==> src/lite_mux_pkg.sv <==
/*
 * AXI4-Lite write mux shared sizes and channel types
 */

package lite_mux_pkg;

  // --------------------------------------------------
  // Sizes
  // --------------------------------------------------
  // Requesting ports on the slave side
  localparam int unsigned NUM_PORTS = 4;
  // Outstanding writes per selection queue
  localparam int unsigned MAX_TRANS = 4;
  localparam int unsigned ADDR_W    = 32;
  localparam int unsigned DATA_W    = 32;
  localparam int unsigned STRB_W    = DATA_W / 8;
  // Port index width
  localparam int unsigned SEL_W     = $clog2(NUM_PORTS);
  // Queue pointer and fill count widths
  localparam int unsigned PTR_W     = $clog2(MAX_TRANS);
  localparam int unsigned CNT_W     = $clog2(MAX_TRANS + 1);

  // --------------------------------------------------
  // Types
  // --------------------------------------------------
  typedef logic [SEL_W-1:0] sel_t;

  // Write address channel
  typedef struct packed {
    logic [ADDR_W-1:0] addr;
    logic [2:0]        prot;
  } aw_chan_t;

  // Write data channel
  typedef struct packed {
    logic [DATA_W-1:0] data;
    logic [STRB_W-1:0] strb;
  } w_chan_t;

  // Write response channel
  typedef struct packed {
    logic [1:0] resp;
  } b_chan_t;

endpackage

==> src/lite_sel_if.sv <==
/*
 * Selection queue access between mux control and a port-index queue
 */

`timescale 1ns/100ps

interface lite_sel_if import lite_mux_pkg::*; ();

  // Write side
  logic push;
  sel_t push_sel;
  logic full;
  // Read side
  logic pop;
  sel_t head_sel;
  logic empty;

  // Control pushes and pops, sees the flags and the head
  modport ctrl_mp (
    output push, push_sel, pop,
    input  full, head_sel, empty
  );

  // Queue side
  modport fifo_mp (
    input  push, push_sel, pop,
    output full, head_sel, empty
  );

endinterface

==> src/lite_rr_arbiter.sv <==
/*
 * Round-robin arbiter for the AW channels of all slave ports
 * Holds a pending grant until it is taken
 */

`timescale 1ns/100ps

module lite_rr_arbiter import lite_mux_pkg::*; (
  input  logic                     clk_i,
  input  logic                     rst_n_i,
  input  logic     [NUM_PORTS-1:0] req_valid_i,
  input  aw_chan_t [NUM_PORTS-1:0] req_aw_i,
  output logic     [NUM_PORTS-1:0] req_ready_o,
  output logic                     arb_valid_o,
  output aw_chan_t                 arb_aw_o,
  output sel_t                     arb_sel_o,
  input  logic                     arb_ready_i
);

  // Last granted port
  sel_t rr_ptr_q;
  // Pick held while waiting for arb_ready_i
  logic lock_q;
  sel_t lock_sel_q;
  // Fresh round-robin pick
  sel_t pick;

  // --------------------------------------------------
  // Next requester after the last grant
  // --------------------------------------------------
  always_comb begin
    int   idx;
    logic found;
    idx   = 0;
    found = 1'b0;
    pick  = rr_ptr_q;
    for (int k = 1; k <= NUM_PORTS; k++) begin
      idx = (int'(rr_ptr_q) + k) % NUM_PORTS;
      if (!found && req_valid_i[idx]) begin
        pick  = sel_t'(idx);
        found = 1'b1;
      end
    end
  end

  // Locked pick wins so a waiting request stays selected
  assign arb_sel_o   = lock_q ? lock_sel_q : pick;
  assign arb_valid_o = req_valid_i[arb_sel_o];
  assign arb_aw_o    = req_aw_i[arb_sel_o];

  // Ready only toward the selected port
  always_comb begin
    req_ready_o = '0;
    req_ready_o[arb_sel_o] = arb_valid_o & arb_ready_i;
  end

  // --------------------------------------------------
  // Lock and pointer update
  // --------------------------------------------------
  always_ff @(posedge clk_i or negedge rst_n_i) begin
    if (!rst_n_i) begin
      rr_ptr_q   <= sel_t'(NUM_PORTS - 1);
      lock_q     <= 1'b0;
      lock_sel_q <= '0;
    end else begin
      // Stalled grant stays put
      lock_q <= arb_valid_o & ~arb_ready_i;
      if (arb_valid_o && !arb_ready_i) begin
        lock_sel_q <= arb_sel_o;
      end
      // Pointer moves on completed grant only
      if (arb_valid_o && arb_ready_i) begin
        rr_ptr_q <= arb_sel_o;
      end
    end
  end

endmodule

==> src/lite_sel_fifo.sv <==
/*
 * Circular queue of port indices, MAX_TRANS entries deep
 */

`timescale 1ns/100ps

module lite_sel_fifo import lite_mux_pkg::*; (
  input logic       clk_i,
  input logic       rst_n_i,
  lite_sel_if.fifo_mp sel
);

  sel_t             mem [MAX_TRANS];
  logic [PTR_W-1:0] wr_ptr_q;
  logic [PTR_W-1:0] rd_ptr_q;
  logic [CNT_W-1:0] count_q;
  logic             do_push;
  logic             do_pop;

  // Flags from the fill count
  assign sel.full  = (count_q == CNT_W'(MAX_TRANS));
  assign sel.empty = (count_q == '0);

  // Requests outside the legal range are dropped
  assign do_push = sel.push & ~sel.full;
  assign do_pop  = sel.pop & ~sel.empty;

  // Oldest entry
  assign sel.head_sel = mem[rd_ptr_q];

  // --------------------------------------------------
  // Pointers and count
  // --------------------------------------------------
  always_ff @(posedge clk_i or negedge rst_n_i) begin
    if (!rst_n_i) begin
      wr_ptr_q <= '0;
      rd_ptr_q <= '0;
      count_q  <= '0;
    end else begin
      if (do_push) begin
        wr_ptr_q <= (wr_ptr_q == PTR_W'(MAX_TRANS - 1)) ? '0 : wr_ptr_q + 1'b1;
      end
      if (do_pop) begin
        rd_ptr_q <= (rd_ptr_q == PTR_W'(MAX_TRANS - 1)) ? '0 : rd_ptr_q + 1'b1;
      end
      // Simultaneous push and pop keeps the count
      if (do_push && !do_pop) begin
        count_q <= count_q + 1'b1;
      end else if (do_pop && !do_push) begin
        count_q <= count_q - 1'b1;
      end
    end
  end

  // Storage
  always_ff @(posedge clk_i) begin
    if (do_push) begin
      mem[wr_ptr_q] <= sel.push_sel;
    end
  end

endmodule

==> src/lite_spill_reg.sv <==
/*
 * Two-slot spill register, cuts the ready path at full throughput
 */

`timescale 1ns/100ps

module lite_spill_reg #(
  parameter type payload_t = logic
) (
  input  logic     clk_i,
  input  logic     rst_n_i,
  input  logic     valid_i,
  output logic     ready_o,
  input  payload_t data_i,
  output logic     valid_o,
  input  logic     ready_i,
  output payload_t data_o
);

  // Slot A takes new input, slot B holds a stalled output
  logic     a_full_q;
  logic     b_full_q;
  payload_t a_data_q;
  payload_t b_data_q;

  logic a_fill;
  logic a_drain;
  logic b_fill;
  logic b_drain;

  // --------------------------------------------------
  // Slot control
  // --------------------------------------------------
  assign a_fill  = valid_i & ready_o;
  // A empties whenever B is free
  assign a_drain = a_full_q & ~b_full_q;
  // A moves to B if downstream stalls
  assign b_fill  = a_drain & ~ready_i;
  assign b_drain = b_full_q & ready_i;

  // Occupancy only, no path from ready_i
  assign ready_o = ~a_full_q | ~b_full_q;
  assign valid_o = a_full_q | b_full_q;
  // B is always the older entry
  assign data_o  = b_full_q ? b_data_q : a_data_q;

  always_ff @(posedge clk_i or negedge rst_n_i) begin
    if (!rst_n_i) begin
      a_full_q <= 1'b0;
      b_full_q <= 1'b0;
    end else begin
      if (a_fill) begin
        a_full_q <= 1'b1;
      end else if (a_drain) begin
        a_full_q <= 1'b0;
      end
      if (b_fill) begin
        b_full_q <= 1'b1;
      end else if (b_drain) begin
        b_full_q <= 1'b0;
      end
    end
  end

  // Payload slots
  always_ff @(posedge clk_i) begin
    if (a_fill) begin
      a_data_q <= data_i;
    end
    if (b_fill) begin
      b_data_q <= a_data_q;
    end
  end

endmodule

==> src/lite_mux_ctrl.sv <==
/*
 * Write mux control: AW valid lock, selection queue pushes and pops,
 * W selection by AW order and B routing by W order
 */

`timescale 1ns/100ps

module lite_mux_ctrl import lite_mux_pkg::*; (
  input  logic                    clk_i,
  input  logic                    rst_n_i,
  // Arbiter decision
  input  logic                    arb_valid_i,
  input  sel_t                    arb_sel_i,
  output logic                    arb_ready_o,
  // AW toward the spill register
  output logic                    aw_out_valid_o,
  input  logic                    aw_out_ready_i,
  // W from the slave ports
  input  logic    [NUM_PORTS-1:0] slv_w_valid_i,
  input  w_chan_t [NUM_PORTS-1:0] slv_w_i,
  output logic    [NUM_PORTS-1:0] slv_w_ready_o,
  // W toward the spill register
  output logic                    w_out_valid_o,
  output w_chan_t                 w_out_o,
  input  logic                    w_out_ready_i,
  // B routing
  input  logic                    mst_b_valid_i,
  output logic                    mst_b_ready_o,
  input  logic    [NUM_PORTS-1:0] slv_b_ready_i,
  output logic    [NUM_PORTS-1:0] slv_b_valid_o,
  // Selection queues
  lite_sel_if.ctrl_mp             w_sel,
  lite_sel_if.ctrl_mp             b_sel
);

  // Set once a grant sits in w_sel but AW has not gone out
  logic lock_q;
  logic lock_d;
  // W side may move
  logic w_en;

  // --------------------------------------------------
  // AW channel
  // --------------------------------------------------
  always_comb begin
    lock_d         = lock_q;
    aw_out_valid_o = 1'b0;
    arb_ready_o    = 1'b0;
    w_sel.push     = 1'b0;
    if (lock_q) begin
      // Index already queued, only finish the handshake
      aw_out_valid_o = 1'b1;
      if (aw_out_ready_i) begin
        arb_ready_o = 1'b1;
        lock_d      = 1'b0;
      end
    end else if (arb_valid_i && !w_sel.full) begin
      aw_out_valid_o = 1'b1;
      w_sel.push     = 1'b1;
      if (aw_out_ready_i) begin
        arb_ready_o = 1'b1;
      end else begin
        lock_d = 1'b1;
      end
    end
  end

  assign w_sel.push_sel = arb_sel_i;

  always_ff @(posedge clk_i or negedge rst_n_i) begin
    if (!rst_n_i) begin
      lock_q <= 1'b0;
    end else begin
      lock_q <= lock_d;
    end
  end

  // --------------------------------------------------
  // W channel
  // --------------------------------------------------
  // Need a granted AW and room for the B index
  assign w_en          = ~w_sel.empty & ~b_sel.full;
  assign w_out_valid_o = w_en & slv_w_valid_i[w_sel.head_sel];
  assign w_out_o       = w_en ? slv_w_i[w_sel.head_sel] : '0;

  // Ready to head port only
  always_comb begin
    slv_w_ready_o = '0;
    slv_w_ready_o[w_sel.head_sel] = w_en & w_out_ready_i;
  end

  // W transfer moves the index from w_sel to b_sel
  assign w_sel.pop      = w_out_valid_o & w_out_ready_i;
  assign b_sel.push     = w_sel.pop;
  assign b_sel.push_sel = w_sel.head_sel;

  // --------------------------------------------------
  // B channel
  // --------------------------------------------------
  always_comb begin
    slv_b_valid_o = '0;
    slv_b_valid_o[b_sel.head_sel] = mst_b_valid_i & ~b_sel.empty;
  end

  assign mst_b_ready_o = ~b_sel.empty & slv_b_ready_i[b_sel.head_sel];
  assign b_sel.pop     = mst_b_valid_i & mst_b_ready_o;

endmodule

==> src/lite_mux.sv <==
/*
 * AXI4-Lite write multiplexer, NUM_PORTS slave ports onto one master port
 * Round-robin AW, W in AW order, B routed back in order
 */

`timescale 1ns/100ps

module lite_mux import lite_mux_pkg::*; (
  input  logic                     clk_i,
  input  logic                     rst_n_i,
  // Slave ports
  input  logic     [NUM_PORTS-1:0] slv_aw_valid_i,
  input  aw_chan_t [NUM_PORTS-1:0] slv_aw_i,
  output logic     [NUM_PORTS-1:0] slv_aw_ready_o,
  input  logic     [NUM_PORTS-1:0] slv_w_valid_i,
  input  w_chan_t  [NUM_PORTS-1:0] slv_w_i,
  output logic     [NUM_PORTS-1:0] slv_w_ready_o,
  output logic     [NUM_PORTS-1:0] slv_b_valid_o,
  output b_chan_t  [NUM_PORTS-1:0] slv_b_o,
  input  logic     [NUM_PORTS-1:0] slv_b_ready_i,
  // Master port
  output logic                     mst_aw_valid_o,
  output aw_chan_t                 mst_aw_o,
  input  logic                     mst_aw_ready_i,
  output logic                     mst_w_valid_o,
  output w_chan_t                  mst_w_o,
  input  logic                     mst_w_ready_i,
  input  logic                     mst_b_valid_i,
  input  b_chan_t                  mst_b_i,
  output logic                     mst_b_ready_o
);

  // Arbiter to control
  logic     arb_valid;
  logic     arb_ready;
  aw_chan_t arb_aw;
  sel_t     arb_sel;
  // Control to spill registers
  logic     aw_out_valid;
  logic     aw_out_ready;
  logic     w_out_valid;
  logic     w_out_ready;
  w_chan_t  w_out;

  // AW grant order and W completion order
  lite_sel_if w_sel ();
  lite_sel_if b_sel ();

  // --------------------------------------------------
  // AW path
  // --------------------------------------------------
  lite_rr_arbiter i_aw_arbiter (
    .clk_i       ( clk_i          ),
    .rst_n_i     ( rst_n_i        ),
    .req_valid_i ( slv_aw_valid_i ),
    .req_aw_i    ( slv_aw_i       ),
    .req_ready_o ( slv_aw_ready_o ),
    .arb_valid_o ( arb_valid      ),
    .arb_aw_o    ( arb_aw         ),
    .arb_sel_o   ( arb_sel        ),
    .arb_ready_i ( arb_ready      )
  );

  lite_spill_reg #(
    .payload_t ( aw_chan_t )
  ) i_aw_spill_reg (
    .clk_i   ( clk_i          ),
    .rst_n_i ( rst_n_i        ),
    .valid_i ( aw_out_valid   ),
    .ready_o ( aw_out_ready   ),
    .data_i  ( arb_aw         ),
    .valid_o ( mst_aw_valid_o ),
    .ready_i ( mst_aw_ready_i ),
    .data_o  ( mst_aw_o       )
  );

  // Control and selection queues
  lite_mux_ctrl i_ctrl (
    .clk_i          ( clk_i         ),
    .rst_n_i        ( rst_n_i       ),
    .arb_valid_i    ( arb_valid     ),
    .arb_sel_i      ( arb_sel       ),
    .arb_ready_o    ( arb_ready     ),
    .aw_out_valid_o ( aw_out_valid  ),
    .aw_out_ready_i ( aw_out_ready  ),
    .slv_w_valid_i  ( slv_w_valid_i ),
    .slv_w_i        ( slv_w_i       ),
    .slv_w_ready_o  ( slv_w_ready_o ),
    .w_out_valid_o  ( w_out_valid   ),
    .w_out_o        ( w_out         ),
    .w_out_ready_i  ( w_out_ready   ),
    .mst_b_valid_i  ( mst_b_valid_i ),
    .mst_b_ready_o  ( mst_b_ready_o ),
    .slv_b_ready_i  ( slv_b_ready_i ),
    .slv_b_valid_o  ( slv_b_valid_o ),
    .w_sel          ( w_sel         ),
    .b_sel          ( b_sel         )
  );

  lite_sel_fifo i_w_sel_fifo (
    .clk_i   ( clk_i   ),
    .rst_n_i ( rst_n_i ),
    .sel     ( w_sel   )
  );

  lite_sel_fifo i_b_sel_fifo (
    .clk_i   ( clk_i   ),
    .rst_n_i ( rst_n_i ),
    .sel     ( b_sel   )
  );

  // --------------------------------------------------
  // W and B paths
  // --------------------------------------------------
  lite_spill_reg #(
    .payload_t ( w_chan_t )
  ) i_w_spill_reg (
    .clk_i   ( clk_i         ),
    .rst_n_i ( rst_n_i       ),
    .valid_i ( w_out_valid   ),
    .ready_o ( w_out_ready   ),
    .data_i  ( w_out         ),
    .valid_o ( mst_w_valid_o ),
    .ready_i ( mst_w_ready_i ),
    .data_o  ( mst_w_o       )
  );

  // Same response to all ports, valid decides who takes it
  for (genvar i = 0; i < NUM_PORTS; i++) begin : gen_b_fanout
    assign slv_b_o[i] = mst_b_i;
  end

endmodule

==> config.mk <==
export PLATFORM = sky130hd
export DESIGN_NAME = lite_mux
export DESIGN_NICKNAME = d
export VERILOG_FILES = /design/src/lite_mux_pkg.sv /design/src/lite_sel_if.sv /design/src/lite_rr_arbiter.sv /design/src/lite_sel_fifo.sv /design/src/lite_spill_reg.sv /design/src/lite_mux_ctrl.sv /design/src/lite_mux.sv
export SDC_FILE = /design/constraint.sdc
export NUM_CORES = 1
export LEC_CHECK = 0
export BUFFER_PORTS_ARGS = -buffer_cell sky130_fd_sc_hd__clkbuf_2
export CAP_MARGIN = 40
export CORE_MARGIN = 4
export CORE_UTILIZATION = 45
export DETAILED_ROUTE_END_ITERATION = 8
export PLACE_DENSITY = 0.76
export SLEW_MARGIN = 0
export SYNTH_ARGS = -nofsm -noshare
export SYNTH_HDL_FRONTEND = slang
export SYNTH_SLANG_ARGS = --single-unit
==> constraint.sdc <==
create_clock -name clk_i -period 6.55 [get_ports clk_i]
set_input_delay 0 -clock clk_i [delete_from_list [all_inputs] [get_ports clk_i]]
set_output_delay 0 -clock clk_i [all_outputs]
set_load 0.01 [all_outputs]
==> run summary, run 1 <==
vias in the first global route: 7780
Arr. time, crit path: 4.13 ns
Final Slew Violations: 0
Initial Utilization: 45.63%
prevailing post-synth register cell: edfxtp_1
Worst-Skew Late Latency: 0.43 ns
most common cell after layout, fill and taps aside: clkbuf_2
# Max-Cap Violations: 0
Die W: 154.0 microns
CP Max Fanout: 77
RSZ-0062 raised after global routing: no
Reg2Reg Depth: 10
slew of the pin with the lowest slew margin: 0.8834 ns
largest net degree at the start of global routing: 78
syn nets: 1057
EDFF count, synth: 158
Slew headroom: 41.10%
DR DRC count: 0
dpl hpwl: 20950 microns
WP data required: 6.84 ns
DP Worst Slack: 3.114 ns
proportion of layout cells with a drive suffix above 1: 48.40%
crit-path leading delay family: buffers and inverters
Reg clk slew, reported paths: 0.07 ns
nets: 1490
Critical Path End Type: flip-flop
synthesized area per cell: 12.96 sq um
Synth Cell Area: 9592 sq um
area delta synth->final: 36.23%
Async S/R FF share, synth: 13.19%
Max Clock Skew: 0.01053 ns
Resize count post-CTS: 0
first-pass GRT wire length: 42590 microns
cell mode on critical path: buf_4
post-layout min period: 3.844 ns
maximum VDD drop: 0.0003507 V
Total Routing Usage GR: 22.89%
# setup viols final: 0
Worst path max stage delay: 0.60 ns
DRT Pass-1 Iters: 5
HP Class: input pin to output port
setup TNS: 0 ns
CP Class: flip-flop to flip-flop
core area: 21020 sq um
Unique masters post-synth: 52
row cnt: 53
Hold Crit Depth: 0
cts bufs inserted: 17
gp weighted congestion: 0.8968
crit-path cells: nand2_2 -> a311oi_2 -> a21boi_4 -> buf_4 -> inv_2 -> buf_4 -> nand2_1 -> and3_1 -> a31oi_1 -> dlygate4sd3_1
I/O Buffers: 386
H-tree depth: 4
initial antenna violation count: 3
Power Dens Cells: 547.2 nW/um^2
CTS Sinks: 182
Root Driver: clkbuf_16
Hold Vio Cnt, Final: 0
most frequent cells in the layout: 386 x clkbuf_2, 158 x edfxtp_1, 155 x nand2_1
non-filler instance count after layout: 1462
Worst Hold Launch: mst_b_i[0]
status: completed
reg2reg end: i_aw_spill_reg.a_data_q[6]
height of the die: 154.0 microns
CTS tree: done
Antenna Nets Post-Route: 0
Gate Count Post-Synth: 740
wire length per cell: 19.27 microns
R2R Path Start: i_aw_arbiter.rr_ptr_q[1]
final worst-path cycle share: 58.69%
Slowest-stage cell, CP: dfstp_2
Routed WL: 28170 microns
Cell Area, Placed: 11770 sq um
maximum clock frequency: 0.2602 GHz
WP buf/inv: 4
Pleak: 5.698 nW
# IOs: 397
Vias/cell: 5.349
Hold Path Sink: slv_b_o[6]
grt ovf: 0
Clock Path Buffers: 2
synth warn: 0
FF+latch count, synth: 182
DRT iter0 DRCs: 428
DR vias: 7820
cell area after layout: 13070 sq um
Seq/Total Area, Yosys: 55.75%
crit path setup slack, layout: 2.706 ns
total die area: 23710 sq um
placed cell count: 1357
CP Launch Type: flip-flop
FF-to-FF setup slack: 2.71 ns
-- sequential cells by signal (all words and copies together) (netlist names), 3 cells and up --
register                 cells
i_aw_spill_reg.b_data_q     35
i_w_spill_reg.b_data_q      36
i_b_sel_fifo.count_q         3
i_b_sel_fifo.mem             8
i_w_sel_fifo.count_q         3
i_w_spill_reg.a_data_q      36
i_aw_spill_reg.a_data_q     35
i_w_sel_fifo.mem             8
-- kinds of logic after synthesis --
kind of cell               synth area share [%]
AOI/OAI and AO/OA                         4.513
adders and majority gates                 1.983
buffers and inverters                     3.287
DFF                                       55.75
and+or+nand+nor                           14.32
xor gates and xnor gates                 0.5479
muxes                                     19.59
-- routing by layer --
metal / wire length (microns) / up-vias / track usage, %
met5: 34 / - / 0
met4: 762 / 4 / 7.317
met3: 1978 / 53 / 5.122
met2: 13970 / 355 / 38.17
met1: 11430 / 3811 / 29.94
li1: - / 3597 / -
-- area by class of cell --
cell class / instances / area [sq um]
clock inverter: 14 / 148.9
fill: 1610 / 7955
timing repair buffer: 468 / 2773
tap: 275 / 344.1
sequential: 182 / 5349
multi-input combinational: 491 / 3971
inverter: 13 / 48.80
antenna: 1 / 2.502
clock buffer: 18 / 429.2
-- how the worst max path moves through the flow --
stage	cells past startpoint	endpoint	start	slack, ns
global placement	7	i_aw_spill_reg.a_data_q[10]	i_aw_arbiter.rr_ptr_q[1]	3.15
finish	10	i_aw_spill_reg.a_data_q[6]	i_aw_arbiter.rr_ptr_q[1]	2.71
global route	10	i_aw_spill_reg.a_data_q[6]	i_aw_arbiter.rr_ptr_q[1]	2.55
detailed placement	10	i_w_sel_fifo.count_q[1]	i_aw_arbiter.rr_ptr_q[1]	3.11
floorplan	7	i_aw_spill_reg.a_data_q[0]	i_aw_arbiter.rr_ptr_q[1]	1.86
CTS	10	i_aw_spill_reg.a_data_q[2]	i_aw_arbiter.rr_ptr_q[1]	2.83
-- cell usage after synthesis (2+ instances only) --
cell      count  area [sq um]
buf_2        12         60.06
a21o_1        3         22.52
nor3_1        4         20.02
o211ai_1      2         15.01
o21ai_0       6         30.03
xor2_1        4         35.03
and3_1       37         231.5
fa_1          2         40.04
a31oi_1      35         219.0
nand2_1     155         581.8
o21a_1        3         22.52
buf_1         9         33.78
nand3_1       6         30.03
edfxtp_1    158          4745
and2_1        6         37.54
mux4_2       41         923.4
mux2_2       80         900.9
ha_1         12         150.1
nand2b_1      3         18.77
nor3b_1       4         30.03
and2_2        3         22.52
inv_1        10         37.54
a21oi_1       5         25.02
dfstp_2       2         52.55
nor2_1       13         48.80
buf_4        11         82.58
xnor2_1       2         17.52
or2_2         2         12.51
clkbuf_1     21         78.83
dfrtp_1      22         550.5
mux2_4        3         45.04
nor2b_1      42         262.8
inv_2         3         11.26
-- power breakdown --
| group | total [W] | switching, W | leakage [nW] | internal [W] |
|---|---|---|---|---|
| Clock | 0.00101 | 0.000445 | 0.282 | 0.000566 |
| Combinational | 0.00378 | 0.00196 | 3.64 | 0.00182 |
| Sequential | 0.00236 | 0.000262 | 1.77 | 0.00210 |
-- through the flow --
step	hold WS [ns]	total power (W)	util, %
after floorplan	-0.2956	0.004772	-
after detailed placement	0.0001810	0.005866	55.97
after global placement	0.0001810	0.005687	55.65
after global routing	0.0001685	0.007602	62.16
final	0.00005683	0.007150	62.16
after CTS	0.0001810	0.007189	62.15
-- timing repair --
item                                   4_1_cts  5_1_grt
endpoints found under the hold margin       62        0
hold buffers                                72        0
buffers inserted                             0        0
(Power assumes the default switching activity.)
==> run 2, diff against run 1 <==
--- a/config.mk
+++ b/config.mk
@@ -5,12 +5,13 @@
 export SDC_FILE = /design/constraint.sdc
 export NUM_CORES = 1
 export LEC_CHECK = 0
+export ABC_AREA = 1
 export BUFFER_PORTS_ARGS = -buffer_cell sky130_fd_sc_hd__clkbuf_2
 export CAP_MARGIN = 40
-export CORE_MARGIN = 4
-export CORE_UTILIZATION = 45
+export CORE_AREA = 4 4 153 155
 export DETAILED_ROUTE_END_ITERATION = 8
-export PLACE_DENSITY = 0.76
+export DIE_AREA = 0 0 157 159
+export PLACE_DENSITY = 0.72
 export SLEW_MARGIN = 0
 export SYNTH_ARGS = -nofsm -noshare
 export SYNTH_HDL_FRONTEND = slang
==> constraint.sdc (replaced) <==
create_clock -name clk_i -period 3.9 [get_ports clk_i]
set_input_delay 0 -clock clk_i [delete_from_list [all_inputs] [get_ports clk_i]]
set_output_delay 0 -clock clk_i [all_outputs]
set_load 0.01 [all_outputs]
==> run 2 against run 1 <==
Net effect: utilization rose by 3.4 points; power up 92%; sequential share of layout area shrank 3.6 points; combinational power is 110% higher; sequential power rose by 68%; register-to-register slack worse by 2.5 ns.
==> run summary, run 2 <==
synthesized area per cell: 9.675 sq um (-25%)
cts bufs inserted: 17 (unchanged)
area delta synth->final: 54.49%
Resize count post-CTS: 0 (unchanged)
FF-to-FF setup slack: 0.23 ns (-2.48 ns)
top-area cell type share of the netlist area: 51.24% (+1.8 points)
Arr. time, crit path: 3.96 ns (-0.17 ns)
maximum VDD drop: 0.0006265 V (+79%)
Vias/cell: 5.367 (+0.34%)
# Max-Cap Violations: 0 (unchanged)
Unique masters post-synth: 35 (-33%)
row cnt: 54 (+1.9%)
grt ovf: 0 (unchanged)
DRT iter0 DRCs: 750 (+75%)
Synth Cell Area: 9259 sq um (-3.5%)
Initial Utilization: 42.43% (-3.2 points)
prevailing post-synth register cell: edfxtp_1
Die W: 157 microns (+2.0%)
post-layout min period: 3.673 ns (-0.1706 ns)
Async S/R FF share, synth: 13.19% (unchanged)
total die area: 24960 sq um (+5.3%)
Hold Crit Depth: 0 (unchanged)
CTS tree: done
final worst-path cycle share: 94.19% (+36 points)
Critical Path End Type: flip-flop
DRT Pass-1 Iters: 5 (unchanged)
I/O Buffers: 386 (unchanged)
HP Class: input pin to output port
CP Max Fanout: 35 (-55%)
Reg clk slew, reported paths: 0.08 ns (about the same)
CP Launch Type: flip-flop
Pleak: 6.521 nW (+14%)
nets: 1862 (+25%)
EDFF count, synth: 158 (unchanged)
H-tree depth: 4 (unchanged)
CTS Sinks: 182 (unchanged)
Root Driver: clkbuf_16
proportion of layout cells with a drive suffix above 1: 30.10% (-18 points)
Routed WL: 33810 microns (+20%)
leading area contributor after synthesis: edfxtp_1
R2R Path Start: i_aw_arbiter.rr_ptr_q[0]
Fill cells: 1683 (+4.5%)
WP data required: 4.18 ns (-2.66 ns)
vias in the first global route: 10090 (+30%)
Worst Hold Launch: mst_b_i[0]
slew of the pin with the lowest slew margin: 0.9281 ns (+0.04465 ns)
Gate Count Post-Synth: 957 (+29%)
most frequent cells in the layout: 386 x clkbuf_2, 306 x nand2_1, 228 x dlygate4sd3_1
syn nets: 1274 (+21%)
setup bufs post-CTS: 0 (unchanged)
gp weighted congestion: 0.9054 (+0.96%)
height of the die: 159 microns (+3.3%)
reg2reg end: i_aw_spill_reg.a_data_q[29]
top cells by count, synth: 306 x nand2_1, 158 x edfxtp_1, 122 x nand3_1
count leader, synth: nand2_1
DR DRC count: 0 (unchanged)
most common cell after layout, fill and taps aside: clkbuf_2
wire length per cell: 18.38 microns (-4.6%)
status: completed
Slew headroom: 37.98% (-3.1 points)
Seq/Total Area, Yosys: 57.76% (+2.0 points)
synth warn: 0 (unchanged)
Final Slew Violations: 0 (unchanged)
setup TNS: 0 ns (unchanged)
DR vias: 9875 (+26%)
Power Dens Cells: 957.5 nW/um^2 (+75%)
Antenna Nets Post-Route: 0 (unchanged)
Power Total: 0.01370 W (+92%)
largest net degree at the start of global routing: 49 (-37%)
dpl hpwl: 22020 microns (+5.1%)
Total Routing Usage GR: 26.04% (+3.1 points)
CP Class: flip-flop to flip-flop
RSZ-0062 raised after global routing: no
top flop regs: i_w_spill_reg.a_data_q x36, i_w_spill_reg.b_data_q x36
core area: 21820 sq um (+3.8%)
initial antenna violation count: 2 (-1)
Clock Path Buffers: 2 (unchanged)
Hold Path Sink: slv_b_o[0]
first-pass GRT wire length: 51880 microns (+22%)
# setup viols final: 0 (unchanged)
Hold Vio Cnt, Final: 0 (unchanged)
Multi-input gate area: 3476 sq um (-12%)
Worst-Skew Late Latency: 0.42 ns (about the same)
Reg2Reg Depth: 13 (+3)
Storage cell area: 5348 sq um (about the same)
FF+latch count, synth: 182 (unchanged)
largest cells by area after synthesis: edfxtp_1 51%, nand2_1 12%, a22oi_1 8.8%
# IOs: 397 (unchanged)
Max Clock Skew: 0.01669 ns (+0.006158 ns)
maximum clock frequency: 0.2722 GHz (+4.6%)
run 2: cell count changes after synthesis, moves of 10 or more:
| cell | before | now |
|---|---|---|
| mux2_2 | 80 | 2 |
| nand2_1 | 155 | 306 |
| and3_1 | 37 | 0 |
| nand3_1 | 6 | 122 |
| nor2b_1 | 42 | 0 |
| mux4_2 | 41 | 0 |
| clkbuf_1 | 21 | 31 |
| inv_1 | 10 | 39 |
| a22oi_1 | 0 | 109 |
| a31oi_1 | 35 | 0 |
| a21oi_1 | 5 | 46 |
run 2: final cells by class:
cell class / instances / area share (%)
well taps: 280 / 2.449
repair buffers: 630 / 30.39
multi-input cells: 668 / 24.30
inverters: 46 / 1.207
clock inverters: 15 / 1.260
diodes: 2 / 0.03499
clock buffers: 17 / 2.974
flip-flops and latches: 182 / 37.39
run 2: power breakdown:
group	switching (W)	internal (W)	total, W
combinational	0.00467	0.00332	0.00798
sequential	0.000390	0.00357	0.00396
clock	0.000829	0.000925	0.00175
total	0.00589	0.00781	0.0137
run 2: cells by family after synthesis:
logic type,count (synthesis),synth area share [%]
simple gates,479,22.36
compound gates,169,12.24
buf+inv,107,4.960
xor+xnor,4,0.3784
mux,2,0.2432
fa+ha+maj,14,2.054
flops,182,57.76
run 2: worst max path at each step:
stage	slack (ns)	from	end
floorplan	0.33	i_w_spill_reg.b_full_q	i_w_spill_reg.b_data_q[0]
global placement	0.72	i_aw_arbiter.rr_ptr_q[0]	i_w_sel_fifo.count_q[2]
detailed placement	0.59	i_aw_arbiter.rr_ptr_q[0]	i_w_sel_fifo.count_q[2]
CTS	0.29	i_aw_arbiter.rr_ptr_q[0]	i_aw_spill_reg.a_data_q[29]
global route	0.03	i_aw_arbiter.rr_ptr_q[0]	i_aw_spill_reg.a_data_q[29]
finish	0.23	i_aw_arbiter.rr_ptr_q[0]	i_aw_spill_reg.a_data_q[29]
run 2: metrics by stage:
stage / util, % / hold WS (ns) / setup slack, ns / area (sq um) / instances
after floorplan: - / -0.2956 / 0.3279 / 9259 / 957
after global placement: 52.20 / 0.0001810 / 0.7222 / 11390 / 1577
after detailed placement: 52.29 / 0.0001810 / 0.5928 / 11410 / 1578
after CTS: 65.47 / 0.0001810 / 0.2915 / 14290 / 1837
after global routing: 65.54 / 0.0001727 / 0.02566 / 14300 / 1840
final: 65.54 / 0.00006834 / 0.2266 / 14300 / 1840
run 2: metal layers:
layer  up-vias  track usage [%]  wire length (microns)
met3        98            5.790                   3184
met5         -                0                      0
met1      4615            30.23                  12130
li1       4554                -                      -
met2       608            45.94                  17230
met4         0            11.05                   1261
run 2: repair_timing:
action | in CTS | in global routing
endpoints found under the hold margin | 97 | 1
endpoints found under the setup margin | 0 | 0
hold buffers | 227 | 1
run 2: critical path, stage by stage, from the launching register on:
cell	delay, ns
dfstp_2	0.65
inv_2	0.12
nand2_1	0.08
nand2_1	0.07
nand2_1	0.07
nand2_1	0.08
nand3_1	0.13
nand3_2	0.12
nand2_2	0.33
inv_1	0.15
nor2_4	0.71
a22oi_1	0.30
nand3_1	0.16
dlygate4sd3_1	0.56
